### config.mk
export PLATFORM = sky130hd
export DESIGN_NAME = adc_monitor_top
export DESIGN_NICKNAME = d
export VERILOG_FILES = /design/src/logic/adc_mon_pkg.sv /design/src/logic/i2c_events_if.sv /design/src/logic/reg_bus_if.sv /design/src/logic/adc_monitor_top.sv /design/src/logic/adc_reg_file.sv /design/src/logic/adc_result_capture.sv /design/src/logic/i2c_bus_monitor.sv /design/src/logic/i2c_slave_ctrl.sv
export SDC_FILE = /design/constraint.sdc
export NUM_CORES = 1
export LEC_CHECK = 0
export BUFFER_PORTS_ARGS = -buffer_cell sky130_fd_sc_hd__buf_2
export CAP_MARGIN = 0
export CORE_AREA = 2 2 139 141
export DETAILED_ROUTE_END_ITERATION = 10
export DIE_AREA = 0 0 141 143
export GPL_TIMING_DRIVEN = 0
export PLACE_DENSITY = 0.58
export SYNTH_ARGS = -nofsm -noshare
export SYNTH_HDL_FRONTEND = slang
export SYNTH_HIERARCHICAL = 1
export SYNTH_SLANG_ARGS = --single-unit
### constraint.sdc
create_clock -name clk_core -period 3.3 [get_ports clk_core]
set_input_delay 0.66 -clock clk_core [delete_from_list [all_inputs] [get_ports clk_core]]
set_output_delay 0.66 -clock clk_core [all_outputs]
set_load 0.01 [all_outputs]
### src/logic/adc_mon_pkg.sv
// ---------------------------------------------------------
// ADC monitor shared definitions
// Widths, sequencer channel map and I2C read map constants
// ---------------------------------------------------------
`default_nettype none

package adc_mon_pkg;

    // Sample and channel widths
    localparam int ADC_DATA_W = 12;
    localparam int NUM_CH     = 5;
    localparam int CH_ID_W    = 5;

    // Sequencer channel number for each result slot, slot 0 rightmost
    localparam logic [NUM_CH-1:0][CH_ID_W-1:0] CHANNEL_MAP =
        {5'd6, 5'd4, 5'd3, 5'd2, 5'd1};

    // ---------------------------------------------------------
    // I2C side
    // ---------------------------------------------------------
    localparam logic [6:0] DEFAULT_DEV_ADDR = 7'h50;
    localparam logic [7:0] DEVICE_ID        = 8'hAF;

    localparam int BYTE_IDX_W = 4;
    localparam int REG_PTR_W  = 3;

    // Register pointer of the control register
    localparam logic [REG_PTR_W-1:0] CTRL_PTR = 3'd0;

    // Byte read map
    localparam logic [BYTE_IDX_W-1:0] CTRL_IDX      = 4'd0;
    localparam logic [BYTE_IDX_W-1:0] ID_IDX        = 4'd1;
    localparam logic [BYTE_IDX_W-1:0] SLOT_BASE_IDX = 4'd2;
    localparam logic [BYTE_IDX_W-1:0] SLOT_END_IDX  = BYTE_IDX_W'(2 + 2 * NUM_CH);

    // Control byte bits that always read as set, bit 0 is the run bit
    localparam logic [7:0] CTRL_FIXED_BITS = 8'h02;

    // One complete set of results
    typedef logic [NUM_CH-1:0][ADC_DATA_W-1:0] adc_results_t;

endpackage

`default_nettype wire

### src/logic/i2c_events_if.sv
// ---------------------------------------------------------
// I2C bus events from the line monitor to the slave engine
// ---------------------------------------------------------
`default_nettype none

interface i2c_events_if ();

    // One-cycle strobes
    logic start;
    logic stop;
    logic scl_rise;
    logic scl_fall;
    // Synchronized SDA level
    logic sda;

    modport driver (output start, stop, scl_rise, scl_fall, sda);
    modport receiver (input start, stop, scl_rise, scl_fall, sda);

endinterface

`default_nettype wire

### src/logic/reg_bus_if.sv
// ---------------------------------------------------------
// Byte-wide register access between I2C engine and registers
// ---------------------------------------------------------
`default_nettype none

interface reg_bus_if
    import adc_mon_pkg::*;
();

    logic [BYTE_IDX_W-1:0] byte_idx;
    // Combinational from byte_idx
    logic [7:0]            rd_data;
    // Single-cycle write of the control register
    logic                  wr_en;
    logic [7:0]            wr_data;

    modport master (output byte_idx, wr_en, wr_data, input rd_data);
    modport slave (input byte_idx, wr_en, wr_data, output rd_data);

endinterface

`default_nettype wire

### src/logic/adc_monitor_top.sv
// ---------------------------------------------------------
// ADC monitor top level
// I2C register slave over captured ADC sequencer results
// ---------------------------------------------------------
`default_nettype none

module adc_monitor_top
    import adc_mon_pkg::*;
#(
    parameter logic [6:0] dev_addr = DEFAULT_DEV_ADDR
) (
    input  logic                  clk_core,
    input  logic                  reset_n,
    // I2C, SDA split into input and open-drain pull-down
    input  logic                  scl,
    input  logic                  sda_in,
    output logic                  sda_low,
    // Sequencer response stream
    input  logic                  resp_valid,
    input  logic [CH_ID_W-1:0]    resp_channel,
    input  logic [ADC_DATA_W-1:0] resp_data,
    input  logic                  resp_endofpacket,
    output logic                  adc_run
);

    i2c_events_if ev_if ();
    reg_bus_if    reg_if ();
    adc_results_t adc_results;

    // ---------------------------------------------------------
    // I2C path
    // ---------------------------------------------------------
    i2c_bus_monitor u_bus_monitor (
        .clk_core (clk_core),
        .reset_n  (reset_n),
        .scl      (scl),
        .sda_in   (sda_in),
        .ev       (ev_if.driver)
    );

    i2c_slave_ctrl #(
        .dev_addr (dev_addr)
    ) u_slave_ctrl (
        .clk_core (clk_core),
        .reset_n  (reset_n),
        .ev       (ev_if.receiver),
        .regs     (reg_if.master),
        .sda_low  (sda_low)
    );

    adc_reg_file u_reg_file (
        .clk_core    (clk_core),
        .reset_n     (reset_n),
        .regs        (reg_if.slave),
        .adc_results (adc_results),
        .adc_run     (adc_run)
    );

    // ---------------------------------------------------------
    // Sequencer results
    // ---------------------------------------------------------
    adc_result_capture u_capture (
        .clk_core         (clk_core),
        .reset_n          (reset_n),
        .resp_valid       (resp_valid),
        .resp_channel     (resp_channel),
        .resp_data        (resp_data),
        .resp_endofpacket (resp_endofpacket),
        .adc_results      (adc_results)
    );

endmodule

`default_nettype wire

### src/logic/adc_reg_file.sv
// ---------------------------------------------------------
// ADC monitor registers
// Run control bit and the byte read map
// ---------------------------------------------------------
`default_nettype none

module adc_reg_file
    import adc_mon_pkg::*;
(
    input  logic         clk_core,
    input  logic         reset_n,
    reg_bus_if.slave     regs,
    input  adc_results_t adc_results,
    output logic         adc_run
);

    // Byte offset into the slot area, bit 0 selects the high byte
    logic [BYTE_IDX_W-1:0] slot_off;
    logic [ADC_DATA_W-1:0] sample;

    // Sequencer run level
    always_ff @(posedge clk_core or negedge reset_n) begin
        if (!reset_n) begin
            adc_run <= 1'b0;
        end else if (regs.wr_en) begin
            adc_run <= regs.wr_data[0];
        end
    end

    // ---------------------------------------------------------
    // Read map decode
    // ---------------------------------------------------------
    always_comb begin
        slot_off = regs.byte_idx - SLOT_BASE_IDX;
        sample   = '0;
        for (int i = 0; i < NUM_CH; i++) begin
            if (slot_off[BYTE_IDX_W-1:1] == i) begin
                sample = adc_results[i];
            end
        end

        if (regs.byte_idx == CTRL_IDX) begin
            regs.rd_data = CTRL_FIXED_BITS | {7'b0, adc_run};
        end else if (regs.byte_idx == ID_IDX) begin
            regs.rd_data = DEVICE_ID;
        end else if (regs.byte_idx < SLOT_END_IDX) begin
            // Low byte first, upper nibble zero-extended
            regs.rd_data = slot_off[0] ? 8'(sample >> 8) : sample[7:0];
        end else begin
            regs.rd_data = 8'h00;
        end
    end

endmodule

`default_nettype wire

### src/logic/adc_result_capture.sv
// ---------------------------------------------------------
// ADC result capture
// Sorts sequencer beats into slots, publishes on endofpacket
// ---------------------------------------------------------
`default_nettype none

module adc_result_capture
    import adc_mon_pkg::*;
(
    input  logic                  clk_core,
    input  logic                  reset_n,
    input  logic                  resp_valid,
    input  logic [CH_ID_W-1:0]    resp_channel,
    input  logic [ADC_DATA_W-1:0] resp_data,
    input  logic                  resp_endofpacket,
    output adc_results_t          adc_results
);

    // Latest sample per slot, not yet published
    adc_results_t raw_q;
    // Raw set with the current beat merged in
    adc_results_t merged;

    always_comb begin
        merged = raw_q;
        for (int i = 0; i < NUM_CH; i++) begin
            if (resp_valid && (resp_channel == CHANNEL_MAP[i])) begin
                merged[i] = resp_data;
            end
        end
    end

    // Unmapped channels leave merged equal to raw_q
    always_ff @(posedge clk_core or negedge reset_n) begin
        if (!reset_n) begin
            raw_q       <= '0;
            adc_results <= '0;
        end else begin
            raw_q <= merged;
            if (resp_valid && resp_endofpacket) begin
                adc_results <= merged;
            end
        end
    end

endmodule

`default_nettype wire

### src/logic/i2c_bus_monitor.sv
// ---------------------------------------------------------
// I2C line monitor
// Synchronizes SCL and SDA, flags START, STOP and SCL edges
// ---------------------------------------------------------
`default_nettype none

module i2c_bus_monitor (
    input  logic           clk_core,
    input  logic           reset_n,
    input  logic           scl,
    input  logic           sda_in,
    i2c_events_if.driver   ev
);

    // Bits 1:0 are the synchronizer, bit 2 keeps the previous level
    logic [2:0] scl_sh;
    logic [2:0] sda_sh;

    // Bus idles high
    always_ff @(posedge clk_core or negedge reset_n) begin
        if (!reset_n) begin
            scl_sh <= 3'b111;
            sda_sh <= 3'b111;
        end else begin
            scl_sh <= {scl_sh[1:0], scl};
            sda_sh <= {sda_sh[1:0], sda_in};
        end
    end

    // ---------------------------------------------------------
    // Event strobes
    // ---------------------------------------------------------
    always_ff @(posedge clk_core or negedge reset_n) begin
        if (!reset_n) begin
            ev.scl_rise <= 1'b0;
            ev.scl_fall <= 1'b0;
            ev.start    <= 1'b0;
            ev.stop     <= 1'b0;
        end else begin
            ev.scl_rise <= scl_sh[1] & ~scl_sh[2];
            ev.scl_fall <= ~scl_sh[1] & scl_sh[2];
            // SDA moving while SCL stays high
            ev.start    <= ~sda_sh[1] & sda_sh[2] & scl_sh[1] & scl_sh[2];
            ev.stop     <= sda_sh[1] & ~sda_sh[2] & scl_sh[1] & scl_sh[2];
        end
    end

    // Same pipeline depth as the strobes
    assign ev.sda = sda_sh[2];

endmodule

`default_nettype wire

### src/logic/i2c_slave_ctrl.sv
// ---------------------------------------------------------
// I2C slave engine
// Address match, ACK, register pointer and byte transmit
// ---------------------------------------------------------
`default_nettype none

module i2c_slave_ctrl
    import adc_mon_pkg::*;
#(
    parameter logic [6:0] dev_addr = DEFAULT_DEV_ADDR
) (
    input  logic            clk_core,
    input  logic            reset_n,
    i2c_events_if.receiver  ev,
    reg_bus_if.master       regs,
    output logic            sda_low
);

    // Rising SCL edges seen in the current byte, 8 means ACK slot
    logic [3:0]           bit_cnt;
    logic [7:0]           rx_shift;
    logic [7:0]           tx_shift;
    logic                 sel;
    logic                 rw;
    logic                 ptr_set;
    logic                 wr_done;
    logic                 ignore;
    logic [REG_PTR_W-1:0] reg_ptr;

    logic ack_slot;
    logic addr_match;
    logic reading;
    logic tx_load;
    logic tx_shift_en;
    logic ctrl_write;

    assign ack_slot   = (bit_cnt == 4'd8);
    assign addr_match = (rx_shift[7:1] == dev_addr);
    assign reading    = sel && rw;

    // Byte loads on the SCL fall that follows the ACK bit
    assign tx_load     = ev.scl_fall && !ignore && reading && (bit_cnt == 4'd0);
    assign tx_shift_en = ev.scl_fall && !ignore && reading && !ack_slot && (bit_cnt != 4'd0);

    // Second data byte of a write with pointer 0, taken on the ACK rise
    assign ctrl_write = ev.scl_rise && ack_slot && !ignore && sel && !rw && ptr_set &&
                        !wr_done && (reg_ptr == CTRL_PTR);

    assign regs.wr_en   = ctrl_write;
    assign regs.wr_data = rx_shift;

    // ---------------------------------------------------------
    // Data shift registers
    // ---------------------------------------------------------
    always_ff @(posedge clk_core) begin
        if (ev.scl_rise && !ignore && !ack_slot) begin
            rx_shift <= {rx_shift[6:0], ev.sda};
        end
        if (tx_load) begin
            tx_shift <= {regs.rd_data[6:0], 1'b0};
        end else if (tx_shift_en) begin
            tx_shift <= {tx_shift[6:0], 1'b0};
        end
    end

    // ---------------------------------------------------------
    // Protocol state
    // ---------------------------------------------------------
    always_ff @(posedge clk_core or negedge reset_n) begin
        if (!reset_n) begin
            bit_cnt       <= '0;
            sel           <= 1'b0;
            rw            <= 1'b0;
            ptr_set       <= 1'b0;
            wr_done       <= 1'b0;
            ignore        <= 1'b1;
            reg_ptr       <= '0;
            regs.byte_idx <= '0;
            sda_low       <= 1'b0;
        end else if (ev.start || ev.stop) begin
            bit_cnt <= '0;
            sel     <= 1'b0;
            rw      <= 1'b0;
            ptr_set <= 1'b0;
            wr_done <= 1'b0;
            // Idle after STOP until the next START
            ignore  <= ev.stop;
            sda_low <= 1'b0;
        end else if (!ignore) begin
            if (ev.scl_rise) begin
                if (!ack_slot) begin
                    bit_cnt <= bit_cnt + 4'd1;
                end else begin
                    bit_cnt <= '0;
                    if (!sel) begin
                        // Address was matched on the fall before
                        sel           <= 1'b1;
                        rw            <= rx_shift[0];
                        regs.byte_idx <= {reg_ptr, 1'b0};
                    end else if (!rw) begin
                        if (!ptr_set) begin
                            ptr_set <= 1'b1;
                            reg_ptr <= rx_shift[REG_PTR_W-1:0];
                        end else if (ctrl_write) begin
                            wr_done <= 1'b1;
                        end
                    end else if (ev.sda) begin
                        // Master NACK ends the read
                        ignore <= 1'b1;
                    end
                end
            end else if (ev.scl_fall) begin
                if (ack_slot) begin
                    if (!sel && !addr_match) begin
                        ignore <= 1'b1;
                    end else begin
                        // ACK own address and written bytes, release for master ACK
                        sda_low <= !reading;
                    end
                end else if (tx_load) begin
                    sda_low       <= !regs.rd_data[7];
                    regs.byte_idx <= regs.byte_idx + 1'b1;
                end else if (tx_shift_en) begin
                    sda_low <= !tx_shift[7];
                end else begin
                    sda_low <= 1'b0;
                end
            end
        end
    end

endmodule

`default_nettype wire

==> key figures <==
Run status
  • Status: completed

Finish
  • Most frequent cells in the layout: dfrtp_1, nand2_1, nor2_1, a31oi_1, buf_2
  • Layout cells sized above 1: 0.160
  • Final net count: 802
  • Layout Cells excl Fill: 1023
  • Commonest non-fill, non-tap cell in the layout: dfrtp_1
  • Synthesis-to-layout area growth: 14.0%
  • Antenna cells: 0
  • Fin util: 0.452

Critical path
  • Crit-path cells: buf_6, buf_4, buf_2, mux2i_1, nor2_1, a21oi_1, o32ai_1, o21ai_0, nand2_1, o31ai_1
  • Critical path class: flop to flop
  • FF-to-FF Start: u_slave_ctrl/regs.byte_idx[2]
  • Crit. End Element: flop
  • Crit path largest cell delay: 480 ps
  • Crit path required time: ~3600 ps
  • Critical path fanouts, max: 10
  • R2R Path End: u_slave_ctrl/sda_low
  • Reg-to-reg setup timing slack: about 800 ps
  • Crit path max-delay cell type: dfrtp_1
  • CP top delay family: buffers and inverters
  • Worst r2r path cells: 10
  • Crit path buf inv count: 3
  • Critical path launch point type: flop
  • WP data arrival: 2830 ps

Synthesis
  • Async SR Flop Fraction: 0.908
  • Synthesized instance count: 732
  • Post-synth EDFFs: 15
  • Avg Inst Size Synth: 10.1 sq um
  • Proportion of synthesized chip area in sequential cells: 0.566
  • Cell variety after synth: 63
  • Post-Syn Nets: 758
  • Most used DFF post-synth: dfrtp_1
  • Post-Syn Area: roughly 7400 sq um
  • Synth Warn #: 6
  • Flip-flop and latch count after synthesis: between 150 and 200

CTS
  • Hold Buf Count CTS: 0
  • PostCTS Resize Cnt: 0
  • Sink Count: 163
  • H-tree depth: 4
  • CTS clk-pin slew, worst paths: 70 ps
  • Num CTS Buffers: 17
  • CTS tree: done
  • Clk Latency, worst-skew pair: 430 ps
  • CTS root buf: clkbuf_16
  • CTS Buffer Depth: 2
  • # Post-CTS Setup Buffers: 0

Global routing
  • Gr busiest metal: met2
  • Initial antenna violation count: 1
  • First-pass GRT wire length: 33400 microns
  • Largest net degree at the start of global routing: 103
  • Met1 usage: 0.315
  • Global Route met3 Usage: 0.0496
  • Grt ovf: 0
  • Tot GR Track Use: 0.221
  • Met2 usage: 0.340
  • Vias in the first global route: 5822

Detailed routing
  • Vias: 5962
  • Drc violations: 0
  • Post-route ant nets: 0
  • Routed length per instance: 20.7 microns
  • Number of DRC markers in iteration 0: ~560
  • DR vias/cell: a little under 6
  • Final wirelength: around 21000 microns
  • Pre-antenna DRT Iters: 5

Timing
  • Fin crit period: 2500 ps
  • Final setup viols: 0
  • Post-route setup slack: 797 ps
  • Final period util: 0.759
  • Peak Freq: 399 MHz
  • Final slew viol count: 0
  • Max-slew headroom: 0.546
  • Least-Margin Pin Slew: 678 ps
  • Final hold violation count: 0
  • RSZ-0062 raised after global routing: no
  • Hold WS: 158 ps
  • Final Skew: 13.9 ps

Floorplanning
  • Initial Utilization: 0.396
  • Die area: roughly 20000 sq um
  • Die W: 141 microns
  • Row cnt: 50
  • Core outline area: 18600 sq um
  • Die height: approximately 140 microns
  • I/O pin cnt: 25

Pwr
  • Worst VDD drop: 0.332 mV
  • Pwr Density: 596 nW/um^2
  • Final Total Pwr: 5.00 mW
  • LEAKAGE: 3.67 nW

Place
  • Pre-CTS setup slack: 875 ps
  • Port bufs: 24
  • Routability congestion estimate: 0.881
  • Placed cell count: 991
  • Final HPWL DP: between 15000 and 20000 microns

Min path
  • Worst hold-check path type: primary input to async pin

Flow run
  • Number of max-cap violations: 0
final cells by class:
type	count	area, sq um
fill	1787	10200
sequential	163	4160
multi-input combinational	507	2900
clock buffer	18	439
tap	234	293
buffer	51	259
timing repair buffer	25	154
clock inverter	14	143
inverter	11	41.3
how the worst max path moves through the flow:
stage                                        from  slack (ps)                  endpoint  cells after the start
floorplan           u_slave_ctrl/regs.byte_idx[2]        1260  u_slave_ctrl/tx_shift[2]                      6
global placement                          reset_n        -480        u_capture/raw_q[4]                      1
detailed placement  u_slave_ctrl/regs.byte_idx[2]         870      u_slave_ctrl/sda_low                     10
CTS                 u_slave_ctrl/regs.byte_idx[2]         860      u_slave_ctrl/sda_low                     10
global route        u_slave_ctrl/regs.byte_idx[2]         670      u_slave_ctrl/sda_low                     10
finish              u_slave_ctrl/regs.byte_idx[2]         800      u_slave_ctrl/sda_low                     10
per-stage QoR:
stage	area, sq um	setup TNS [ps]
2_1_floorplan	7360	0
3_3_place_gp	7770	-66690
3_5_place_dp	7810	0
4_1_cts	8390	0
5_1_grt	8390	0
6_report	8390	0
routing by layer:
| layer | vias up | routed length [microns] |
|---|---|---|
| li1 | 2736 | - |
| met4 | 0 | 304 |
| met5 | - | 0 |
| met2 | 209 | 9800 |
| met3 | 24 | 1390 |
| met1 | 2993 | 9740 |
cells by family (layout without fill, tap and decap cells):
family | after synthesis | count (layout) | share of synthesized area
buf+inv | 62 | 119 | 0.0408
fa+ha+maj | 3 | 3 | 0.00510
simple gates | 286 | 286 | 0.192
flops | 163 | 163 | 0.566
compound gates | 192 | 192 | 0.158
mux | 26 | 26 | 0.0379
synth_stat cells, types with 3 or more instances:
master    number  share of area
edfxtp_1      15          0.061
dfrtp_1      141           0.48
and4bb_2       5         0.0085
a31oi_1       62          0.053
nor3_1         8         0.0054
nor4bb_1       8          0.011
o21ai_1       42          0.029
nor2_1        82          0.042
inv_1         11         0.0056
nand2_1       99          0.050
o21a_1         4         0.0041
dfstp_2        7          0.025
mux2_2        15          0.023
o22ai_1        4         0.0034
nor2b_1        5         0.0042
mux2i_1       11          0.015
o21ai_0       30          0.020
a21oi_1       19          0.013
a211oi_1       3         0.0031
o31ai_1        5         0.0051
or3_1          4         0.0034
nand3b_1       3         0.0031
and4b_1        3         0.0041
nand2b_1       3         0.0025
clkbuf_1      19         0.0097
a221oi_1       5         0.0059
buf_6          4         0.0061
nand3_1       39          0.027
buf_2         27          0.018
ha_1           3         0.0051
state kept, by name (all words and copies together) (netlist names), 4 cells and up:
| signal | flops |
|---|---|
| u_capture/adc_results | 60 |
| u_capture/raw_q | 60 |
| u_slave_ctrl/bit_cnt | 4 |
| u_slave_ctrl/regs.byte_idx | 4 |
| u_slave_ctrl/regs.wr_data | 8 |
| u_slave_ctrl/tx_shift | 7 |
power breakdown:
part | switching, mW | internal [mW] | total [mW]
registers | 0.142 | 2.29 | 2.43
clock network | 0.864 | 1.09 | 1.95
logic | 0.392 | 0.225 | 0.617
total | 1.40 | 3.60 | 5.00
worst reg2reg max path, cell delays in order, from the launching register on:
cell,delay (ps)
dfrtp_1,480
buf_6,210
buf_4,240
buf_2,300
mux2i_1,380
nor2_1,90
a21oi_1,120
o32ai_1,130
o21ai_0,180
nand2_1,70
o31ai_1,220
Note: power is estimated with default switching activity, not from simulation.
